`src/verilog/mem_pkg.sv`:
```
// Shared definitions for the game memory side
// Region map, slot numbering, arbiter states and the bus structs
// used between the client slots, the arbiter and the SDRAM

package mem_pkg;

    localparam int SLOT_N = 4;
    localparam int SLOT_W = 2;

    // Lower index wins arbitration
    localparam int SLOT_MAIN_ROM = 0;
    localparam int SLOT_MAIN_RAM = 1;
    localparam int SLOT_GFX      = 2;
    localparam int SLOT_SND      = 3;

    // SDRAM word addresses of each region
    localparam logic [21:0] ROM_OFFSET = 22'h00_0000;
    localparam logic [21:0] RAM_OFFSET = 22'h10_0000;
    localparam logic [21:0] GFX_OFFSET = 22'h18_0000;
    localparam logic [21:0] SND_OFFSET = 22'h08_0000;

    // Download bytes from here up are board configuration
    localparam logic [22:0] CFG_START = 23'h60_0000;

    typedef enum logic [1:0] {
        ARB_IDLE,
        ARB_WAIT_ACK,
        ARB_WAIT_DATA
    } arb_state_e;

    typedef struct packed {
        logic        cs;
        logic        wr;
        logic [21:0] addr;
        logic [15:0] din;
        logic [1:0]  wrmask;
    } slot_req_t;

    typedef struct packed {
        logic        ok;
        logic [15:0] data;
    } slot_rsp_t;

    typedef struct packed {
        logic [21:0] addr;
        logic        rnw;
        logic [1:0]  wrmask;
        logic [15:0] din;
    } sdram_cmd_t;

    typedef struct packed {
        logic [21:0] addr;
        logic [7:0]  data;
        logic [1:0]  mask;
    } prog_cmd_t;

    // Region base for a slot index
    function automatic logic [21:0] slot_offset(input int slot);
        case (slot)
            SLOT_MAIN_ROM: return ROM_OFFSET;
            SLOT_MAIN_RAM: return RAM_OFFSET;
            SLOT_GFX:      return GFX_OFFSET;
            SLOT_SND:      return SND_OFFSET;
            default:       return ROM_OFFSET;
        endcase
    endfunction

endpackage

```
`src/verilog/slot_port.sv`:
```
// Client slot port
// Adds the region offset, keeps the last read word as a one-entry
// cache and raises pending towards the arbiter on a miss or a write

module slot_port #(
    parameter logic [21:0] OFFSET   = 22'd0,
    parameter bit          WRITABLE = 1'b0
) (
    input  logic                VB,
    input  logic                rst_n,
    input  mem_pkg::slot_req_t  req,
    output mem_pkg::slot_rsp_t  rsp,
    output logic                pending,
    output mem_pkg::sdram_cmd_t cmd,
    input  logic                done,
    input  logic [15:0]         rd_data
);

    logic        wr_en;
    logic        hit;
    logic        changed;
    logic        need_access;
    logic        ok;
    logic [21:0] addr_q;
    logic        cache_valid;
    logic [21:0] cache_addr;
    logic [15:0] cache_data;
    logic [21:0] pend_addr;
    logic        pend_wr;
    logic [15:0] pend_din;
    logic [1:0]  pend_mask;
    logic [15:0] merged;

    // Writes on a read-only slot are treated as reads
    assign wr_en   = WRITABLE && req.wr;
    assign hit     = req.cs && !wr_en && cache_valid && (req.addr == cache_addr);
    assign changed = req.addr != addr_q;

    // A write already answered at this address needs no new access
    assign need_access = req.cs && (wr_en ? !(ok && !changed) : !hit);

    // Active-low byte mask, masked lanes keep the cached byte
    assign merged = {pend_mask[1] ? cache_data[15:8] : pend_din[15:8],
                     pend_mask[0] ? cache_data[7:0]  : pend_din[7:0]};

    always_ff @(posedge VB) begin
        if (!rst_n) begin
            ok      <= 1'b0;
            pending <= 1'b0;
        end else begin
            ok <= (done && req.cs) || hit || (req.cs && ok && !changed);
            if (done) begin
                pending <= 1'b0;
            end else if (need_access) begin
                pending <= 1'b1;
            end
        end
    end

    // Request captured when pending rises, held for the arbiter
    always_ff @(posedge VB) begin
        addr_q <= req.addr;
        if (!pending && need_access) begin
            pend_addr <= req.addr;
            pend_wr   <= wr_en;
            pend_din  <= req.din;
            pend_mask <= req.wrmask;
        end
    end

    always_ff @(posedge VB) begin
        if (!rst_n) begin
            cache_valid <= 1'b0;
        end else if (done && !pend_wr) begin
            cache_valid <= 1'b1;
        end
    end

    always_ff @(posedge VB) begin
        if (done) begin
            if (!pend_wr) begin
                cache_addr <= pend_addr;
                cache_data <= rd_data;
            end else if (cache_valid && cache_addr == pend_addr) begin
                cache_data <= merged;
            end
        end
    end

    assign cmd.addr   = OFFSET + pend_addr;
    assign cmd.rnw    = !pend_wr;
    assign cmd.wrmask = pend_wr ? pend_mask : 2'b11;
    assign cmd.din    = pend_din;

    assign rsp.ok   = ok;
    assign rsp.data = cache_data;

endmodule

```
`src/verilog/slot_arbiter.sv`:
```
// Fixed-priority SDRAM arbiter
// Grants the lowest pending slot, keeps one request in flight and
// reports completion back to the slot on data_rdy

module slot_arbiter (
    input  logic                VB,
    input  logic                rst_n,
    input  logic                downloading,
    input  logic [3:0]          pending,
    input  mem_pkg::sdram_cmd_t cmds [mem_pkg::SLOT_N],
    output logic [3:0]          done,
    output logic [15:0]         rd_data,
    output logic                sdram_req,
    output mem_pkg::sdram_cmd_t sdram_cmd,
    input  logic                sdram_ack,
    input  logic                data_rdy,
    input  logic [15:0]         data_read,
    output logic                refresh_en
);

    mem_pkg::arb_state_e         state;
    logic [mem_pkg::SLOT_W-1:0]  gnt;
    logic [mem_pkg::SLOT_W-1:0]  sel;
    logic                        any_pend;
    mem_pkg::sdram_cmd_t         cmd_q;

    assign any_pend = |pending;

    // Scan from the top so the lowest index is left in sel
    always_comb begin
        sel = '0;
        for (int i = mem_pkg::SLOT_N - 1; i >= 0; i--) begin
            if (pending[i]) begin
                sel = i[mem_pkg::SLOT_W-1:0];
            end
        end
    end

    always_ff @(posedge VB) begin
        if (!rst_n) begin
            state <= mem_pkg::ARB_IDLE;
            gnt   <= '0;
        end else begin
            case (state)
                mem_pkg::ARB_IDLE: begin
                    if (any_pend && !downloading) begin
                        gnt   <= sel;
                        state <= mem_pkg::ARB_WAIT_ACK;
                    end
                end
                mem_pkg::ARB_WAIT_ACK: begin
                    if (sdram_ack) begin
                        state <= mem_pkg::ARB_WAIT_DATA;
                    end
                end
                mem_pkg::ARB_WAIT_DATA: begin
                    if (data_rdy) begin
                        state <= mem_pkg::ARB_IDLE;
                    end
                end
                default: state <= mem_pkg::ARB_IDLE;
            endcase
        end
    end

    // Command frozen at grant time
    always_ff @(posedge VB) begin
        if (state == mem_pkg::ARB_IDLE && any_pend && !downloading) begin
            cmd_q <= cmds[sel];
        end
    end

    assign sdram_req = state == mem_pkg::ARB_WAIT_ACK;
    assign sdram_cmd = cmd_q;

    always_comb begin
        done = '0;
        if (state == mem_pkg::ARB_WAIT_DATA && data_rdy) begin
            done[gnt] = 1'b1;
        end
    end

    assign rd_data = data_read;

    // Refresh only when nothing wants the bus
    assign refresh_en = state == mem_pkg::ARB_IDLE && !any_pend && !downloading;

endmodule

```
`src/verilog/rom_loader.sv`:
```
// ROM download writer
// Turns loader byte writes into masked 16-bit SDRAM programming
// writes, or into configuration strobes above the SDRAM region

module rom_loader (
    input  logic               VB,
    input  logic               rst_n,
    input  logic               downloading,
    input  logic [22:0]        ioctl_addr,
    input  logic [7:0]         ioctl_data,
    input  logic               ioctl_wr,
    output mem_pkg::prog_cmd_t prog,
    output logic               prog_we,
    input  logic               sdram_ack,
    output logic               cfg_we
);

    logic is_cfg;
    logic wr_ok;

    assign is_cfg = ioctl_addr >= mem_pkg::CFG_START;
    assign wr_ok  = ioctl_wr && downloading;

    always_ff @(posedge VB) begin
        if (!rst_n) begin
            prog_we <= 1'b0;
            cfg_we  <= 1'b0;
        end else begin
            cfg_we <= wr_ok && is_cfg;
            if (wr_ok && !is_cfg) begin
                prog_we <= 1'b1;
            end else if (sdram_ack) begin
                prog_we <= 1'b0;
            end
        end
    end

    // Byte address halved into a word address, lane picked by bit 0
    always_ff @(posedge VB) begin
        if (wr_ok) begin
            prog.data <= ioctl_data;
            if (is_cfg) begin
                prog.mask <= 2'b11;
            end else begin
                prog.addr <= ioctl_addr[22:1];
                prog.mask <= ioctl_addr[0] ? 2'b01 : 2'b10;
            end
        end
    end

endmodule

```
`src/verilog/cps_mem_top.sv`:
```
// Game memory top level
// Four client slots share one SDRAM through the arbiter, next to
// the ROM download writer

module cps_mem_top (
    input  logic                VB,
    input  logic                rst_n,
    input  mem_pkg::slot_req_t  slot_req [mem_pkg::SLOT_N],
    output mem_pkg::slot_rsp_t  slot_rsp [mem_pkg::SLOT_N],
    input  logic                downloading,
    input  logic [22:0]         ioctl_addr,
    input  logic [7:0]          ioctl_data,
    input  logic                ioctl_wr,
    output mem_pkg::prog_cmd_t  prog,
    output logic                prog_we,
    output logic                cfg_we,
    output logic                sdram_req,
    output mem_pkg::sdram_cmd_t sdram_cmd,
    input  logic                sdram_ack,
    input  logic                data_rdy,
    input  logic [15:0]         data_read,
    output logic                refresh_en
);

    logic [mem_pkg::SLOT_N-1:0] pending;
    logic [mem_pkg::SLOT_N-1:0] done;
    logic [15:0]                rd_data;
    mem_pkg::sdram_cmd_t        cmds [mem_pkg::SLOT_N];

    // Only the work RAM slot accepts writes
    for (genvar i = 0; i < mem_pkg::SLOT_N; i++) begin : g_slot
        slot_port #(
            .OFFSET   (mem_pkg::slot_offset(i)),
            .WRITABLE (i == mem_pkg::SLOT_MAIN_RAM)
        ) u_slot (
            .VB      (VB),
            .rst_n   (rst_n),
            .req     (slot_req[i]),
            .rsp     (slot_rsp[i]),
            .pending (pending[i]),
            .cmd     (cmds[i]),
            .done    (done[i]),
            .rd_data (rd_data)
        );
    end

    slot_arbiter u_arbiter (
        .VB          (VB),
        .rst_n       (rst_n),
        .downloading (downloading),
        .pending     (pending),
        .cmds        (cmds),
        .done        (done),
        .rd_data     (rd_data),
        .sdram_req   (sdram_req),
        .sdram_cmd   (sdram_cmd),
        .sdram_ack   (sdram_ack),
        .data_rdy    (data_rdy),
        .data_read   (data_read),
        .refresh_en  (refresh_en)
    );

    rom_loader u_loader (
        .VB          (VB),
        .rst_n       (rst_n),
        .downloading (downloading),
        .ioctl_addr  (ioctl_addr),
        .ioctl_data  (ioctl_data),
        .ioctl_wr    (ioctl_wr),
        .prog        (prog),
        .prog_we     (prog_we),
        .sdram_ack   (sdram_ack),
        .cfg_we      (cfg_we)
    );

endmodule

```
`config.mk`:
```
export PLATFORM = sky130hd
export DESIGN_NAME = cps_mem_top
export DESIGN_NICKNAME = d
export VERILOG_FILES = /design/src/verilog/mem_pkg.sv /design/src/verilog/slot_port.sv /design/src/verilog/slot_arbiter.sv /design/src/verilog/rom_loader.sv /design/src/verilog/cps_mem_top.sv
export SDC_FILE = /design/constraint.sdc
export NUM_CORES = 1
export LEC_CHECK = 0
export BUFFER_PORTS_ARGS = -buffer_cell sky130_fd_sc_hd__buf_4
export CORE_MARGIN = 2
export CORE_UTILIZATION = 40
export CTS_CLUSTER_DIAMETER = 50
export DETAILED_ROUTE_END_ITERATION = 8
export GPL_TIMING_DRIVEN = 0
export PLACE_DENSITY = 0.67
export SYNTH_ARGS = -nofsm -noshare
export SYNTH_HDL_FRONTEND = slang
export SYNTH_SLANG_ARGS = --single-unit
```
`constraint.sdc`:
```
create_clock -name VB -period 5.4 [get_ports VB]
set_input_delay 1.08 -clock VB [delete_from_list [all_inputs] [get_ports VB]]
set_output_delay 1.08 -clock VB [all_outputs]
set_load 0.01 [all_outputs]
```
* Word level (Yosys, flattened, before mapping)
Index checks and enable logic that the tools add are counted.
** Storage, ports and cells
- Register bits :: 486
- Input bits :: 221
- Output and inout port bits :: 145
** Cells by class
- Add/subtract/negate cells :: 3
- Magnitude comparators :: 4
- Equal/unequal tests :: 17
- Multiplexer cells :: 23
- Bitwise gates (word level) :: 4
- Reduce and logical (&&, ||, !) cells :: 81
** Operator list (number)
- $eq A22 B22 Y1 :: 5
- $ne A22 B22 Y1 :: 4
- $bmux W41 S2 :: 1
- $mux W41 :: 2
- $add A21 B22 Y22 const A :: 2
- $logic_and A1 B1 Y1 :: 42
- $mux W16 :: 2
- $ge A23 B23 Y1 const B :: 1
- $add A20 B22 Y22 const A :: 1
- $logic_not A1 Y1 :: 18
- $mux W2 :: 9
- $mux W8 :: 2
- $reduce_and A3 Y1 :: 3
- $logic_or A1 B1 Y1 :: 8
- $ne A2 B2 Y1 const B :: 4
- $reduce_or A2 Y1 :: 4
- $pmux W2 S3 :: 1
- $reduce_and A2 Y1 :: 3
- $mux W1 :: 4
- $mux W4 :: 1
- $ne A2 B1 Y1 const B :: 2
- $reduce_or A4 Y1 :: 1
- $ge A3 B3 Y1 const B :: 1
- $lt A2 B3 Y1 const B :: 1
- other kinds (8) :: 10

* Longest topological paths before layout
Gate-level depths: netlist (run 1).
- Depth after elaboration :: 8
- Depth in mapped cells :: 7

* By module
From an unflattened synthesis (run 1), not the netlist that was laid out.
** Second synthesis, totals
- Cells, all modules :: 1142
- Area, all modules :: 18661.6 um2
** Modules (own cells, without submodules)
- slot_port (g_slot[1].u_slot) :: instances 1, cells each 251, area each 4065.1 um2
- slot_port (g_slot[2].u_slot) :: instances 1, cells each 198, area each 3533.4 um2
- slot_port (g_slot[3].u_slot) :: instances 1, cells each 196, area each 3525.9 um2
- slot_port (g_slot[0].u_slot) :: instances 1, cells each 174, area each 3358.2 um2
- slot_arbiter :: instances 1, cells each 279, area each 3123.0 um2
- rom_loader :: instances 1, cells each 44, area each 1056.0 um2

* Least setup slack after synthesis (run 1)
Ideal clock, no wire load.
- Path type :: input -> register
- From :: input slot_req[122] (netlist bit)
- To :: register g_slot[1].u_slot.pend_addr[0], enable pin
- Arrival :: 4.595 ns
- Required time :: 4.899 ns
- Setup slack :: 0.303 ns
- Stages :: 5
- Path buffers :: 0
- Cells stage by stage :: xnor2_1 -> nand4_1 -> nor4_1 -> and2_1 -> a211oi_1
** Between the ends
- Cells in the longest elaborated chain, start to end :: 7
** Ends and longest elaborated chain
- from (decl) :: RTL line cps_mem_top.sv:8 : input mem_pkg::slot_req_t slot_req [mem_pkg::SLOT_N],
- $ne A22 B22 Y1 :: RTL line slot_port.sv:37 : assign changed = req.addr != addr_q;
- $logic_not A1 Y1 :: RTL line slot_port.sv:40 : assign need_access = req.cs && (wr_en ? !(ok && !changed) : !hit);
- $logic_and A1 B1 Y1 :: RTL line slot_port.sv:40
- $logic_not A1 Y1 :: RTL line slot_port.sv:40
- $mux W1 (*) :: RTL line slot_port.sv:40
- $logic_and A1 B1 Y1 (*) :: RTL line slot_port.sv:40
- $logic_and A1 B1 Y1 (*) :: RTL line slot_port.sv:63 : if (!pending && need_access) begin
- to (signal assigned) :: RTL line slot_port.sv:64 : pend_addr <= req.addr;
- to (decl) :: RTL line slot_port.sv:28 : logic [21:0] pend_addr;
Every way passes the cells marked *; elsewhere a longest branch is shown, timed or not.
A chain may end at the register's enable or synchronous reset.

* Worst setup path after layout (run 1)
- From :: input downloading
- To :: output refresh_en
** Between the ends
- Cells in the longest elaborated chain, start to end :: 2
** Ends and longest elaborated chain
- from (decl) :: RTL line cps_mem_top.sv:10 : input logic downloading,
- $logic_not A1 Y1 :: RTL line slot_arbiter.sv:86 : assign refresh_en = state == mem_pkg::ARB_IDLE && !any_pend && !downloading;
- $logic_and A1 B1 Y1 :: RTL line slot_arbiter.sv:86
- to (decl) :: RTL line cps_mem_top.sv:22 : output logic refresh_en
No other way between the ends.

==> results of run 1 <==
==> worst register-to-register path: stages, from the launching register on <==
cell and delay (ns):
sky130_fd_sc_hd__dfxtp_1 0.33, sky130_fd_sc_hd__and4bb_1 0.38, sky130_fd_sc_hd__nand2_1 0.22, sky130_fd_sc_hd__nor4_1 0.35
sky130_fd_sc_hd__nand4_1 0.23, sky130_fd_sc_hd__o22ai_1 0.91
==> sequential cells by signal, summed over array words and instances (netlist names), 2 cells and up <==
register,count
g_slot.u_slot.ok,4
u_arbiter.state,2
g_slot.u_slot.pend_addr,88
g_slot.u_slot.cache_data,64
g_slot.u_slot.addr_q,88
u_arbiter.sdram_cmd,41
g_slot.u_slot.cache_valid,4
u_loader.prog,32
u_arbiter.gnt,2
g_slot.u_slot.pend_mask,2
g_slot.u_slot.pending,4
g_slot.u_slot.pend_din,64
g_slot.u_slot.cache_addr,88
==> metal layers <==
layer	vias up	share of wire (%)	track usage, %	routed length, um
li1	4350	-	-	-
met1	4767	41	25.99	18460
met2	409	48	31.61	21820
met3	84	8.1	5.486	3685
met4	4	2.9	6.535	1295
met5	-	0.044	0	20
==> cells by family after synthesis <==
family          Yosys count
buf+inv                  29
xor+xnor                201
mux                      54
simple gates            118
fa+ha+maj                 2
flops                   486
compound gates           31
==> power by group through the flow <==
stage | registers [mW] | clock network, mW | logic (mW)
4_1_cts | 4.31 | 3.76 | 0.674
5_1_grt | 4.32 | 3.90 | 0.711
3_3_place_gp | 4.40 | 0 | 0.629
2_1_floorplan | 4.39 | 0 | 0.267
3_5_place_dp | 4.39 | 0 | 0.671
6_report | 4.31 | 3.68 | 0.662
==> worst paths after layout <==
| kind | startpoint | to | slack [ns] | depth (start not counted) |
|---|---|---|---|---|
| max | downloading | refresh_en | 2.38 | 4 |
| max reg2reg | u_arbiter.state[0] | g_slot[1].u_slot.cache_data[4] | 2.57 | 5 |
| min reg2reg | g_slot[3].u_slot.pend_addr[10] | g_slot[3].u_slot.cache_addr[10] | 0.45 | 0 |
| min | g_slot[3].u_slot.pend_addr[10] | g_slot[3].u_slot.cache_addr[10] | 0.45 | 0 |
==> metrics by stage <==
step | setup WS (ns) | std cells | total power [mW]
finish | 2.378 | 1974 | 8.655
global route | 2.234 | 1973 | 8.934
CTS | 2.390 | 1972 | 8.748
detailed placement | 1.778 | 1874 | 5.062
global placement | -2.489 | 1861 | 5.024
floorplan | 0.3033 | 921 | 4.652
==> area by class of cell <==
type / count / area, um2
Multi-Input combinational cell: 406 / 3761
Timing Repair Buffer: 368 / 2935
Buffer: 16 / 136.4
Inverter: 13 / 48.80
Sequential cell: 486 / 13530
Fill cell: 3514 / 20030
Tap cell: 585 / 732.0
Clock inverter: 28 / 291.5
Clock buffer: 70 / 1505
Antenna cell: 2 / 5.005
==> layout by cell type (no fill, tap or decap), drive strengths merged, types with 2 or more instances in the layout <==
| cell type | netlist | layout |
|---|---|---|
| bufinv | 0 | 5 |
| or2 | 2 | 2 |
| xnor2 | 108 | 108 |
| and2 | 4 | 4 |
| buf | 12 | 380 |
| edfxtp | 380 | 380 |
| nand3 | 9 | 9 |
| a211oi | 4 | 4 |
| mux2 | 16 | 16 |
| a21oi | 7 | 7 |
| nor2b | 2 | 2 |
| diode | 0 | 2 |
| nor2 | 24 | 24 |
| clkinvlp | 0 | 2 |
| o22ai | 3 | 3 |
| a22o | 3 | 3 |
| inv | 13 | 19 |
| nor4 | 29 | 29 |
| o21ai | 5 | 5 |
| o21a | 4 | 4 |
| ha | 2 | 2 |
| dfxtp | 106 | 106 |
| mux4 | 37 | 37 |
| nand4 | 29 | 29 |
| nand2 | 10 | 10 |
| clkinv | 0 | 15 |
| nor3 | 4 | 4 |
| clkbuf | 4 | 74 |
| xor2 | 93 | 93 |
==> reports/metrics.cfg, run 1 <==
[run_status]
status = finished, final reports clean

[timing]
timing_worst_slew_pin_value_ns = 1.122
timing.setup.tns_ns = 0
timing.final.max_slew_violations = 0
timing.final.crit_period_ns = 3.022
worst_slew_margin_rel_pct = 25.23
hold_viol = 0
fin_worst_hold_slack_ns = 0.4506
maximum_frequency_from_static_timing_analysis_ghz = 0.3309
timing.final.crit_share_pct = 55.97
final-setup-viol-count = 0
fin_skew_ns = 0.02820
grt_setup_unrepaired = no

[grt]
grt_antenna_before_repair = 3
grt_first_pass_wirelength_um = 63740
via_count_of_the_first_global_routing_pass = 9814
grt_start_max_net_pins = 27
grt_residual_overflow = 0
grt_usage_pct = 19.71

[power]
ir_worst_vdd_mv = 0.2150
power.leakage_nw = 8.379
cellPowerDensity_nw_per_um2 = 377.1
comb_power_share_pct = 7.6
power.share.sequential_pct = 49.8
swShare_pct = 21.71
clock_share_of_power_pct = 42.5
power.net_switching_mw = 1.879
p_int_mw = 6.776

[worst_setup_path]
crit_slowest_cell = sky130_fd_sc_hd__or3_1
crit_type = primary input to output pin
cp_cell_sequence = buf_4 > or3_1 > nor2_1 > buf_4
critPathTopFamily = simple AND/OR/NAND/NOR gates
timing.critical_path.from_type = primary input
cp_common_cell = sky130_fd_sc_hd__buf_4
timing.critical_path.slowest_cell_delay_ns = 0.42
combined_buffer_and_inverter_count_along_the_critical_path = 2
setup.worst_path.end_class = output pin
arrival_ns = 1.94
critPathRequiredTime_ns = 4.32
crit_fanout = 3

[clock_network]
clock-root-buffer = sky130_fd_sc_hd__clkbuf_16
cts_tree = yes
cts_resized = 0
cts_htree_levels = 2
clk_latency_ns = 0.60
cts-hold-fix-buffers = 0
tritoncts_num_sinks = 486
post_cts_setup_buffers = 0
worst_setup_hold_path_clk_slew_ns = 0.06
numCtsBuffers = 52
cts_buffer_depth = 3

[floorplanning]
die_height_um = 212.7
die_area_um2 = 45220
die_w_um = 212.7
floorplan.initialDensity_pct = 40.52
rows = 76
boundaryPins = 366
design.core.area_um2 = 42980

[logic_synthesis]
yosys.cell_types.count = 42
yosys.area_share.simple_pct = 3.786
number_of_synthesized_flops_with_an_enable_pin = 380
main_combinational_cell_family_by_area_after_synthesis = XOR/XNOR gates
synth-adder-area-share_pct = 0.1437
netlist_top_cells_count = 380 x sky130_fd_sc_hd__edfxtp_1, 108 x sky130_fd_sc_hd__xnor2_1, 106 x sky130_fd_sc_hd__dfxtp_1
synth-compound-area-share_pct = 1.265
post-synth-top-count-cell = sky130_fd_sc_hd__edfxtp_1
synthArstFlopShare_pct = 0
synthFlopType = sky130_fd_sc_hd__edfxtp_1
yosys_warnings = 0
synth.area.top_cells = sky130_fd_sc_hd__edfxtp_1 66%, sky130_fd_sc_hd__dfxtp_1 12%, sky130_fd_sc_hd__xnor2_1 5.4%, sky130_fd_sc_hd__mux4_2 4.8%, sky130_fd_sc_hd__xor2_1 4.6%
netlist_instances = 921
synth.ff_latch_count = 486
syn_area_per_cell_um2 = 18.91
synth_largest_type_area_fraction_pct = 65.53
ys_seq_area_share_pct = 77.71
synthXorXnorAreaFrac_pct = 10.15
net_count_of_the_mapped_netlist = 1144
post_synth_mux_area_share_pct = 5.877
synth_area_um2 = 17410
yosysTopAreaCell = sky130_fd_sc_hd__edfxtp_1

[detailed_routing]
dr_drc_count = 0
first_pass_iters = 5
via_count = 9614
post_drt_via_cell_ratio = 4.870
drt_iter0_markers = 709
avgRoutedWirePerCell_um = 22.94
detail-route-antenna-nets = 0
routed_wirelength_um = 45280

[min_path]
hold_class = flop to flop

[placed_design]
finalWeightedCongestion = 0.8087
port_buf_inserts = 355
post-dp-hpwl_um = 33790
placed_area_um2 = 21150

[cells_and_area]
stdcell_area_um2 = 22950
fin_nets = 1566
areaGrowthSynthToFinish_pct = 31.78
utilization_pct = 53.39
layout-drive-gt1-share_pct = 38.72

[job]
cap_violations = 0

Note: power is estimated with default switching activity, not from simulation.
==> inputs of run 2 (changes only) <==
--- a/config.mk
+++ b/config.mk
@@ -5,13 +5,14 @@
 export SDC_FILE = /design/constraint.sdc
 export NUM_CORES = 1
 export LEC_CHECK = 0
+export ABC_AREA = 1
 export BUFFER_PORTS_ARGS = -buffer_cell sky130_fd_sc_hd__buf_4
 export CORE_MARGIN = 2
 export CORE_UTILIZATION = 40
 export CTS_CLUSTER_DIAMETER = 50
 export DETAILED_ROUTE_END_ITERATION = 8
 export GPL_TIMING_DRIVEN = 0
-export PLACE_DENSITY = 0.67
+export PLACE_DENSITY = 0.69
 export SYNTH_ARGS = -nofsm -noshare
 export SYNTH_HDL_FRONTEND = slang
 export SYNTH_SLANG_ARGS = --single-unit
==> constraint.sdc (replaced) <==
create_clock -name VB -period 2.5 [get_ports VB]
set_input_delay 0.5 -clock VB [delete_from_list [all_inputs] [get_ports VB]]
set_output_delay 0.5 -clock VB [all_outputs]
set_load 0.01 [all_outputs]
==> run 2 against run 1 <==
  * Die area is 5.1% higher
  * Cell area is 3.3% higher
  * Register-to-register slack worse by 2.4 ns
  * Total power is 110% higher
  * Clock power is 100% higher
  * Sequential share of layout area is 1.9 points lower
  * Synthesized cell count is 60% higher
  * Critical path type is now flop to flop
  * Largest cell class unchanged
==> reports/metrics.cfg, run 2 <==
[timing]
timing.final.crit_period_ns = 2.325
maximum_frequency_from_static_timing_analysis_ghz = 0.4301
hold_viol = 0
finalWorstSetupSlack_ns = 0.1752
final-setup-viol-count = 0
timing.final.crit_share_pct = 92.99
timing_worst_slew_pin_value_ns = 1.042
fin_skew_ns = 0.02561
worst_slew_margin_rel_pct = 30.55
grt_setup_unrepaired = no
timing.setup.tns_ns = 0
timing.final.max_slew_violations = 0
fin_worst_hold_slack_ns = 0.03228

[placed_design]
finalWeightedCongestion = 0.8985
preCtsSetupSlack_ns = -1.149
post-dp-hpwl_um = 40040
port_buf_inserts = 356

[min_path]
hold_class = primary input to flop

[power]
p_int_mw = 14.06
comb_power_share_pct = 8.6
power.share.sequential_pct = 51.2
power.net_switching_mw = 4.226
power.leakage_nw = 9.570
cellPowerDensity_nw_per_um2 = 771.7
clock_share_of_power_pct = 40.2
fin_total_pwr_mw = 18.29
swShare_pct = 23.11
ir_worst_vdd_mv = 0.4766

[grt]
grt_residual_overflow = 0
grt_start_max_net_pins = 31
grt_antenna_before_repair = 1
grt_first_pass_wirelength_um = 76160
via_count_of_the_first_global_routing_pass = 12340
grt_usage_pct = 21.86

[cells_and_area]
fin_nets = 2123
reg_top3 = g_slot.u_slot.addr_q: 88 flops, g_slot.u_slot.cache_addr: 88 flops, g_slot.u_slot.pend_addr: 88 flops
final.fill_count = 3909
layout-drive-gt1-share_pct = 26.79
areaGrowthSynthToFinish_pct = 29.42
utilization_pct = 52.33
final_common_cell = sky130_fd_sc_hd__edfxtp_1
most_used_cells_in_the_layout_excluding_fill_and_tap_cells = 380 x sky130_fd_sc_hd__edfxtp_1, 365 x sky130_fd_sc_hd__buf_4, 254 x sky130_fd_sc_hd__nand2_1, 185 x sky130_fd_sc_hd__nor2_1, 147 x sky130_fd_sc_hd__inv_1

[logic_synthesis]
yosysTopAreaCell = sky130_fd_sc_hd__edfxtp_1
net_count_of_the_mapped_netlist = 1698
synthFlopType = sky130_fd_sc_hd__edfxtp_1
main_combinational_cell_family_by_area_after_synthesis = simple AND/OR/NAND/NOR gates
number_of_synthesized_flops_with_an_enable_pin = 380
ys_seq_area_share_pct = 73.91
synth-adder-area-share_pct = 0.1367
post-synth-top-count-cell = sky130_fd_sc_hd__edfxtp_1
synth_area_um2 = 18310
synth.ff_latch_count = 486
synth.area.top_cells = sky130_fd_sc_hd__edfxtp_1 62%, sky130_fd_sc_hd__dfxtp_1 12%, sky130_fd_sc_hd__nand2_1 5.2%, sky130_fd_sc_hd__nor2_1 3.9%, sky130_fd_sc_hd__o21ai_0 3.1%
synthArstFlopShare_pct = 0
synth_largest_type_area_fraction_pct = 62.32
post_synth_mux_area_share_pct = 0.9839
yosys.area_share.simple_pct = 11.47
netlist_instances = 1475
synthXorXnorAreaFrac_pct = 3.396
yosys.cell_types.count = 33
netlist_top_cells_count = 380 x sky130_fd_sc_hd__edfxtp_1, 254 x sky130_fd_sc_hd__nand2_1, 189 x sky130_fd_sc_hd__nor2_1
synth-compound-area-share_pct = 5.965
yosys_warnings = 0
syn_area_per_cell_um2 = 12.41

[detailed_routing]
detail-route-antenna-nets = 0
first_pass_iters = 5
routed_wirelength_um = 52970
via_count = 12610
post_drt_via_cell_ratio = 4.960
dr_drc_count = 0
drt_iter0_markers = 1101
avgRoutedWirePerCell_um = 20.84

[worst_setup_path]
critPathRequiredTime_ns = 2.77
setup.worst_path.end_class = flop
arrival_ns = 2.60
crit_fanout = 12
cp_cell_sequence = inv_2 > nor3_2 > nand3_2 > nor2_4 > inv_1 > o21ai_1 > buf_4
crit_slowest_cell = sky130_fd_sc_hd__nor2_4
timing.critical_path.slowest_cell_delay_ns = 0.43
timing.critical_path.from_type = flop
crit_type = flop to flop
ff2ff_setup_slack_ns = 0.18

[clock_network]
cts_buffer_depth = 3
cts_htree_levels = 2
clock-root-buffer = sky130_fd_sc_hd__clkbuf_16
numCtsBuffers = 52
clk_latency_ns = 0.59
worst_setup_hold_path_clk_slew_ns = 0.06
tritoncts_num_sinks = 486
cts_tree = yes

[floorplanning]
rows = 78
die_w_um = 218.0
die_area_um2 = 47510
die_height_um = 218.0
design.core.area_um2 = 45280
boundaryPins = 366
floorplan.initialDensity_pct = 40.44

[job]
cap_violations = 0

[run_status]
status = finished, final reports clean

[run 2: area by class of cell]
cell class / instances / area [um2] / share of cell area, %
sequential: 486 / 13530 / 57.10
multi-input combinational: 805 / 4083 / 17.23
timing repair buffer: 370 / 2950 / 12.45
clock buffer: 73 / 1450 / 6.119
tap: 600 / 750.7 / 3.168
inverter: 154 / 580.6 / 2.450
buffer: 31 / 177.7 / 0.7497
clock inverter: 22 / 171.4 / 0.7233
antenna: 1 / 2.502 / 0.01056
[run 2: per-layer routing]
layer | part of all wire (%) | up-vias | track usage [%]
li1 | - | 5924 | -
met4 | 3.8 | 0 | 9.161
met5 | 0 | - | 0
met2 | 47 | 611 | 34.88
met1 | 41 | 5962 | 29.70
met3 | 8.3 | 112 | 3.584
[run 2: path summary, 6_finish.rpt]
| path | startpoint | endpoint | cells after the start |
|---|---|---|---|
| worst max register to register | u_arbiter.state[1] | g_slot[1].u_slot.cache_data[3] | 7 |
| worst min-delay path | slot_req[79] | g_slot[2].u_slot.addr_q[19] | 1 |
| worst min register to register | g_slot[3].u_slot.pend_addr[8] | g_slot[3].u_slot.cache_addr[8] | 0 |
| worst max-delay path | u_arbiter.state[1] | g_slot[1].u_slot.cache_data[3] | 7 |
[run 2: power groups by stage]
stage,Clock (mW),Sequential [mW],Combinational (mW)
after detailed placement,0,9.53,1.58
final,7.35,9.36,1.58
after floorplan,0,9.48,0.648
after global placement,0,9.53,1.50
after global routing,7.84,9.38,1.72
after CTS,7.50,9.36,1.58
[run 2: per-stage QoR]
step           instance area, um2  instances
2_1_floorplan               18320       1475
3_3_place_gp                21740       2431
3_5_place_dp                22040       2443
4_1_cts                     23680       2539
5_1_grt                     23700       2542
6_report                    23700       2542
[run 2: worst max-delay path: cells and delay by family (launching register included)]
kind / cells / cell delay [ns]
AND/OR/NAND/NOR: 3 / 1.08
buffers and inverters: 3 / 0.44
flip-flops: 1 / 0.39
AO/OA/AOI/OAI: 1 / 0.11
[run 2: logic make-up after synthesis]
kind of cell             after synthesis
XOR/XNOR                              71
AND/OR/NAND/NOR                      514
flip-flops                           486
multiplexers                          16
AO/OA/AOI/OAI                        201
adder cells (fa/ha/maj)                2
buffers and inverters                185
[run 2: what timing repair did]
action,in CTS,in global routing
setup buffers,0,2
setup endpoints to repair,39,13
pin swaps,1,1
hold buffers,0,0
cloned,1,0
gates resized for setup,4,0
==> inputs of run 3 (changes only) <==
==> constraint.sdc (replaced) <==
create_clock -name VB -period 2 [get_ports VB]
set_input_delay 0.4 -clock VB [delete_from_list [all_inputs] [get_ports VB]]
set_output_delay 0.4 -clock VB [all_outputs]
set_load 0.01 [all_outputs]
==> run 3 against run 2 <==
  * Sequential cell count is the same
  * Routed wire length is 9.6% higher
  * Largest power group unchanged
  * Combinational power rose by 54%
  * Setup slack got worse by 0.098 ns
  * Worst hold slack got worse by 0.0071 ns
  * Utilization up 5.4 points
  * Clock skew decreased by 0.0070 ns
  * First-iteration DRC count up 15%
  * Highest routed layer is now met5
==> reports/metrics.cfg, run 3 (synthesis gave the netlist of run 2 again) <==
[run_status]
status = finished, final reports clean

[cells_and_area]
utilization_pct = 57.69
most_used_cells_in_the_layout_excluding_fill_and_tap_cells = 380 x sky130_fd_sc_hd__edfxtp_1, 375 x sky130_fd_sc_hd__buf_4, 250 x sky130_fd_sc_hd__nand2_1, 194 x sky130_fd_sc_hd__dlygate4sd3_1, 182 x sky130_fd_sc_hd__nor2_1
final_common_cell = sky130_fd_sc_hd__edfxtp_1
final.fill_count = 3603
sequential_cell_area_um2 = 13540
stdcell_area_um2 = 26120
layout-drive-gt1-share_pct = 25.88
multiInputGateArea_um2 = 4238
fin_nets = 2346
reg_top3 = g_slot.u_slot.addr_q: 88 flops, g_slot.u_slot.cache_addr: 88 flops, g_slot.u_slot.pend_addr: 88 flops
areaGrowthSynthToFinish_pct = 42.66

[clock_network]
cts_tree = yes
worst_setup_hold_path_clk_slew_ns = 0.07
cts_buffer_depth = 3
clock-root-buffer = sky130_fd_sc_hd__clkbuf_16
numCtsBuffers = 53
clk_latency_ns = 0.60
tritoncts_num_sinks = 486
cts_htree_levels = 2

[timing]
maximum_frequency_from_static_timing_analysis_ghz = 0.5200
timing.final.crit_share_pct = 96.16
finalWorstSetupSlack_ns = 0.07684
grt_setup_unrepaired = yes
fin_worst_hold_slack_ns = 0.02517
timing.final.crit_period_ns = 1.923
final-setup-viol-count = 0
timing.final.max_slew_violations = 0
worst_slew_margin_rel_pct = 34.11
timing_worst_slew_pin_value_ns = 0.9884
hold_viol = 0
fin_skew_ns = 0.01861

[placed_design]
placed_area_um2 = 21950
port_buf_inserts = 356
post-dp-hpwl_um = 39940
finalWeightedCongestion = 0.8684
preCtsSetupSlack_ns = -0.8740

[detailed_routing]
detail-route-antenna-nets = 0
routed_wirelength_um = 58060
drt_iter0_markers = 1268
post_drt_via_cell_ratio = 4.992
via_count = 13820
avgRoutedWirePerCell_um = 20.97
first_pass_iters = 5
dr_drc_count = 0

[grt]
grt_start_max_net_pins = 23
grt_antenna_before_repair = 2
grt_first_pass_wirelength_um = 83680
via_count_of_the_first_global_routing_pass = 13960
grt_residual_overflow = 0
grt_usage_pct = 23.98

[floorplanning]
floorplan.initialDensity_pct = 40.44
die_height_um = 218.0
design.core.area_um2 = 45280
boundaryPins = 366
die_w_um = 218.0
die_area_um2 = 47510
rows = 78

[power]
fin_total_pwr_mw = 23.46
power.leakage_nw = 10.54
cellPowerDensity_nw_per_um2 = 898.0
ir_worst_vdd_mv = 0.6106

[min_path]
hold_path.startpoint = data_read[2]
hold_class = primary input to flop

[worst_setup_path]
cp_cell_sequence = nor2_4 > nand3_4 > nor3_2 > buf_4
timing.critical_path.from_type = flop
reg2reg_from = g_slot[3].u_slot.pending
worst_setup_path_startpoint = g_slot[2].u_slot.pending
timing.critical_path.slowest_cell_delay_ns = 0.38
critPathRequiredTime_ns = 1.60
crit_type = flop to output pin
crit_slowest_cell = sky130_fd_sc_hd__dfxtp_4
setup.worst_path.end_class = output pin
crit_fanout = 5
arrival_ns = 1.52

[job]
cap_violations = 0

## run 3: cell count changes in the layout (fill, tap and decap cells not counted), moves of 4 or more
| cell | previous run | this run |
|---|---|---|
| sky130_fd_sc_hd__clkbuf_1 | 21 | 25 |
| sky130_fd_sc_hd__buf_12 | 3 | 17 |
| sky130_fd_sc_hd__clkinv_2 | 10 | 6 |
| sky130_fd_sc_hd__buf_16 | 6 | 2 |
| sky130_fd_sc_hd__dlygate4sd3_1 | 0 | 194 |
| sky130_fd_sc_hd__nand2_1 | 254 | 250 |
| sky130_fd_sc_hd__clkinv_1 | 5 | 11 |
| sky130_fd_sc_hd__clkbuf_4 | 5 | 1 |
| sky130_fd_sc_hd__buf_4 | 365 | 375 |
| sky130_fd_sc_hd__nor2_4 | 5 | 12 |
| sky130_fd_sc_hd__dfxtp_1 | 106 | 102 |
## run 3: report_power, final
part	internal, mW	switching [mW]
registers	11.4	0.288
clock network	5.24	4.07
logic	1.15	1.29
## run 3: critical path, delay by kind of cell (launching register included)
family        cells  cell delay (ns)
simple gates      3             0.41
buf+inv           1             0.14
flops             1             0.38
## run 3: path summary, 6_finish.rpt
check,to,slack [ns],cells past startpoint
worst max-delay path,refresh_en,0.08,4
worst min-delay path,g_slot[3].u_slot.cache_data[2],0.03,1
worst max register to register,u_arbiter.sdram_cmd[27],0.08,6
worst min register to register,g_slot[2].u_slot.cache_addr[18],0.45,0
## run 3: stage by stage
step                      setup TNS (ns)  cells
after global placement           -282.62   2431
after CTS                              0   2761
final                                  0   2769
after detailed placement         -143.50   2438
after global routing            -0.06295   2769
after floorplan                   -10.29   1475
## run 3: per-layer routing
metal,part of all wire [%],vias to the layer above,GRT usage (%)
met3,8.7,121,5.439
met5,0.012,-,0
met4,3.3,2,8.776
li1,-,6364,-
met2,48,676,39.93
met1,40,6660,30.67
## run 3: layout make-up
cell class / instances / area share, %
flip-flops and latches: 486 / 51.84
repair buffers: 586 / 19.78
multi-input cells: 811 / 16.22
clock buffers: 72 / 5.527
well taps: 600 / 2.874
inverters: 154 / 2.275
clock inverters: 28 / 0.7855
plain buffers: 31 / 0.6801
diodes: 1 / 0.009579
## run 3: timing repair
action,4_1_cts,5_1_grt
cloned,7,0
setup buffers,22,7
resized for setup,20,12
hold buffers,194,0
pin swaps,11,10
hold endpoints to repair,246,0
setup endpoints to repair,233,241
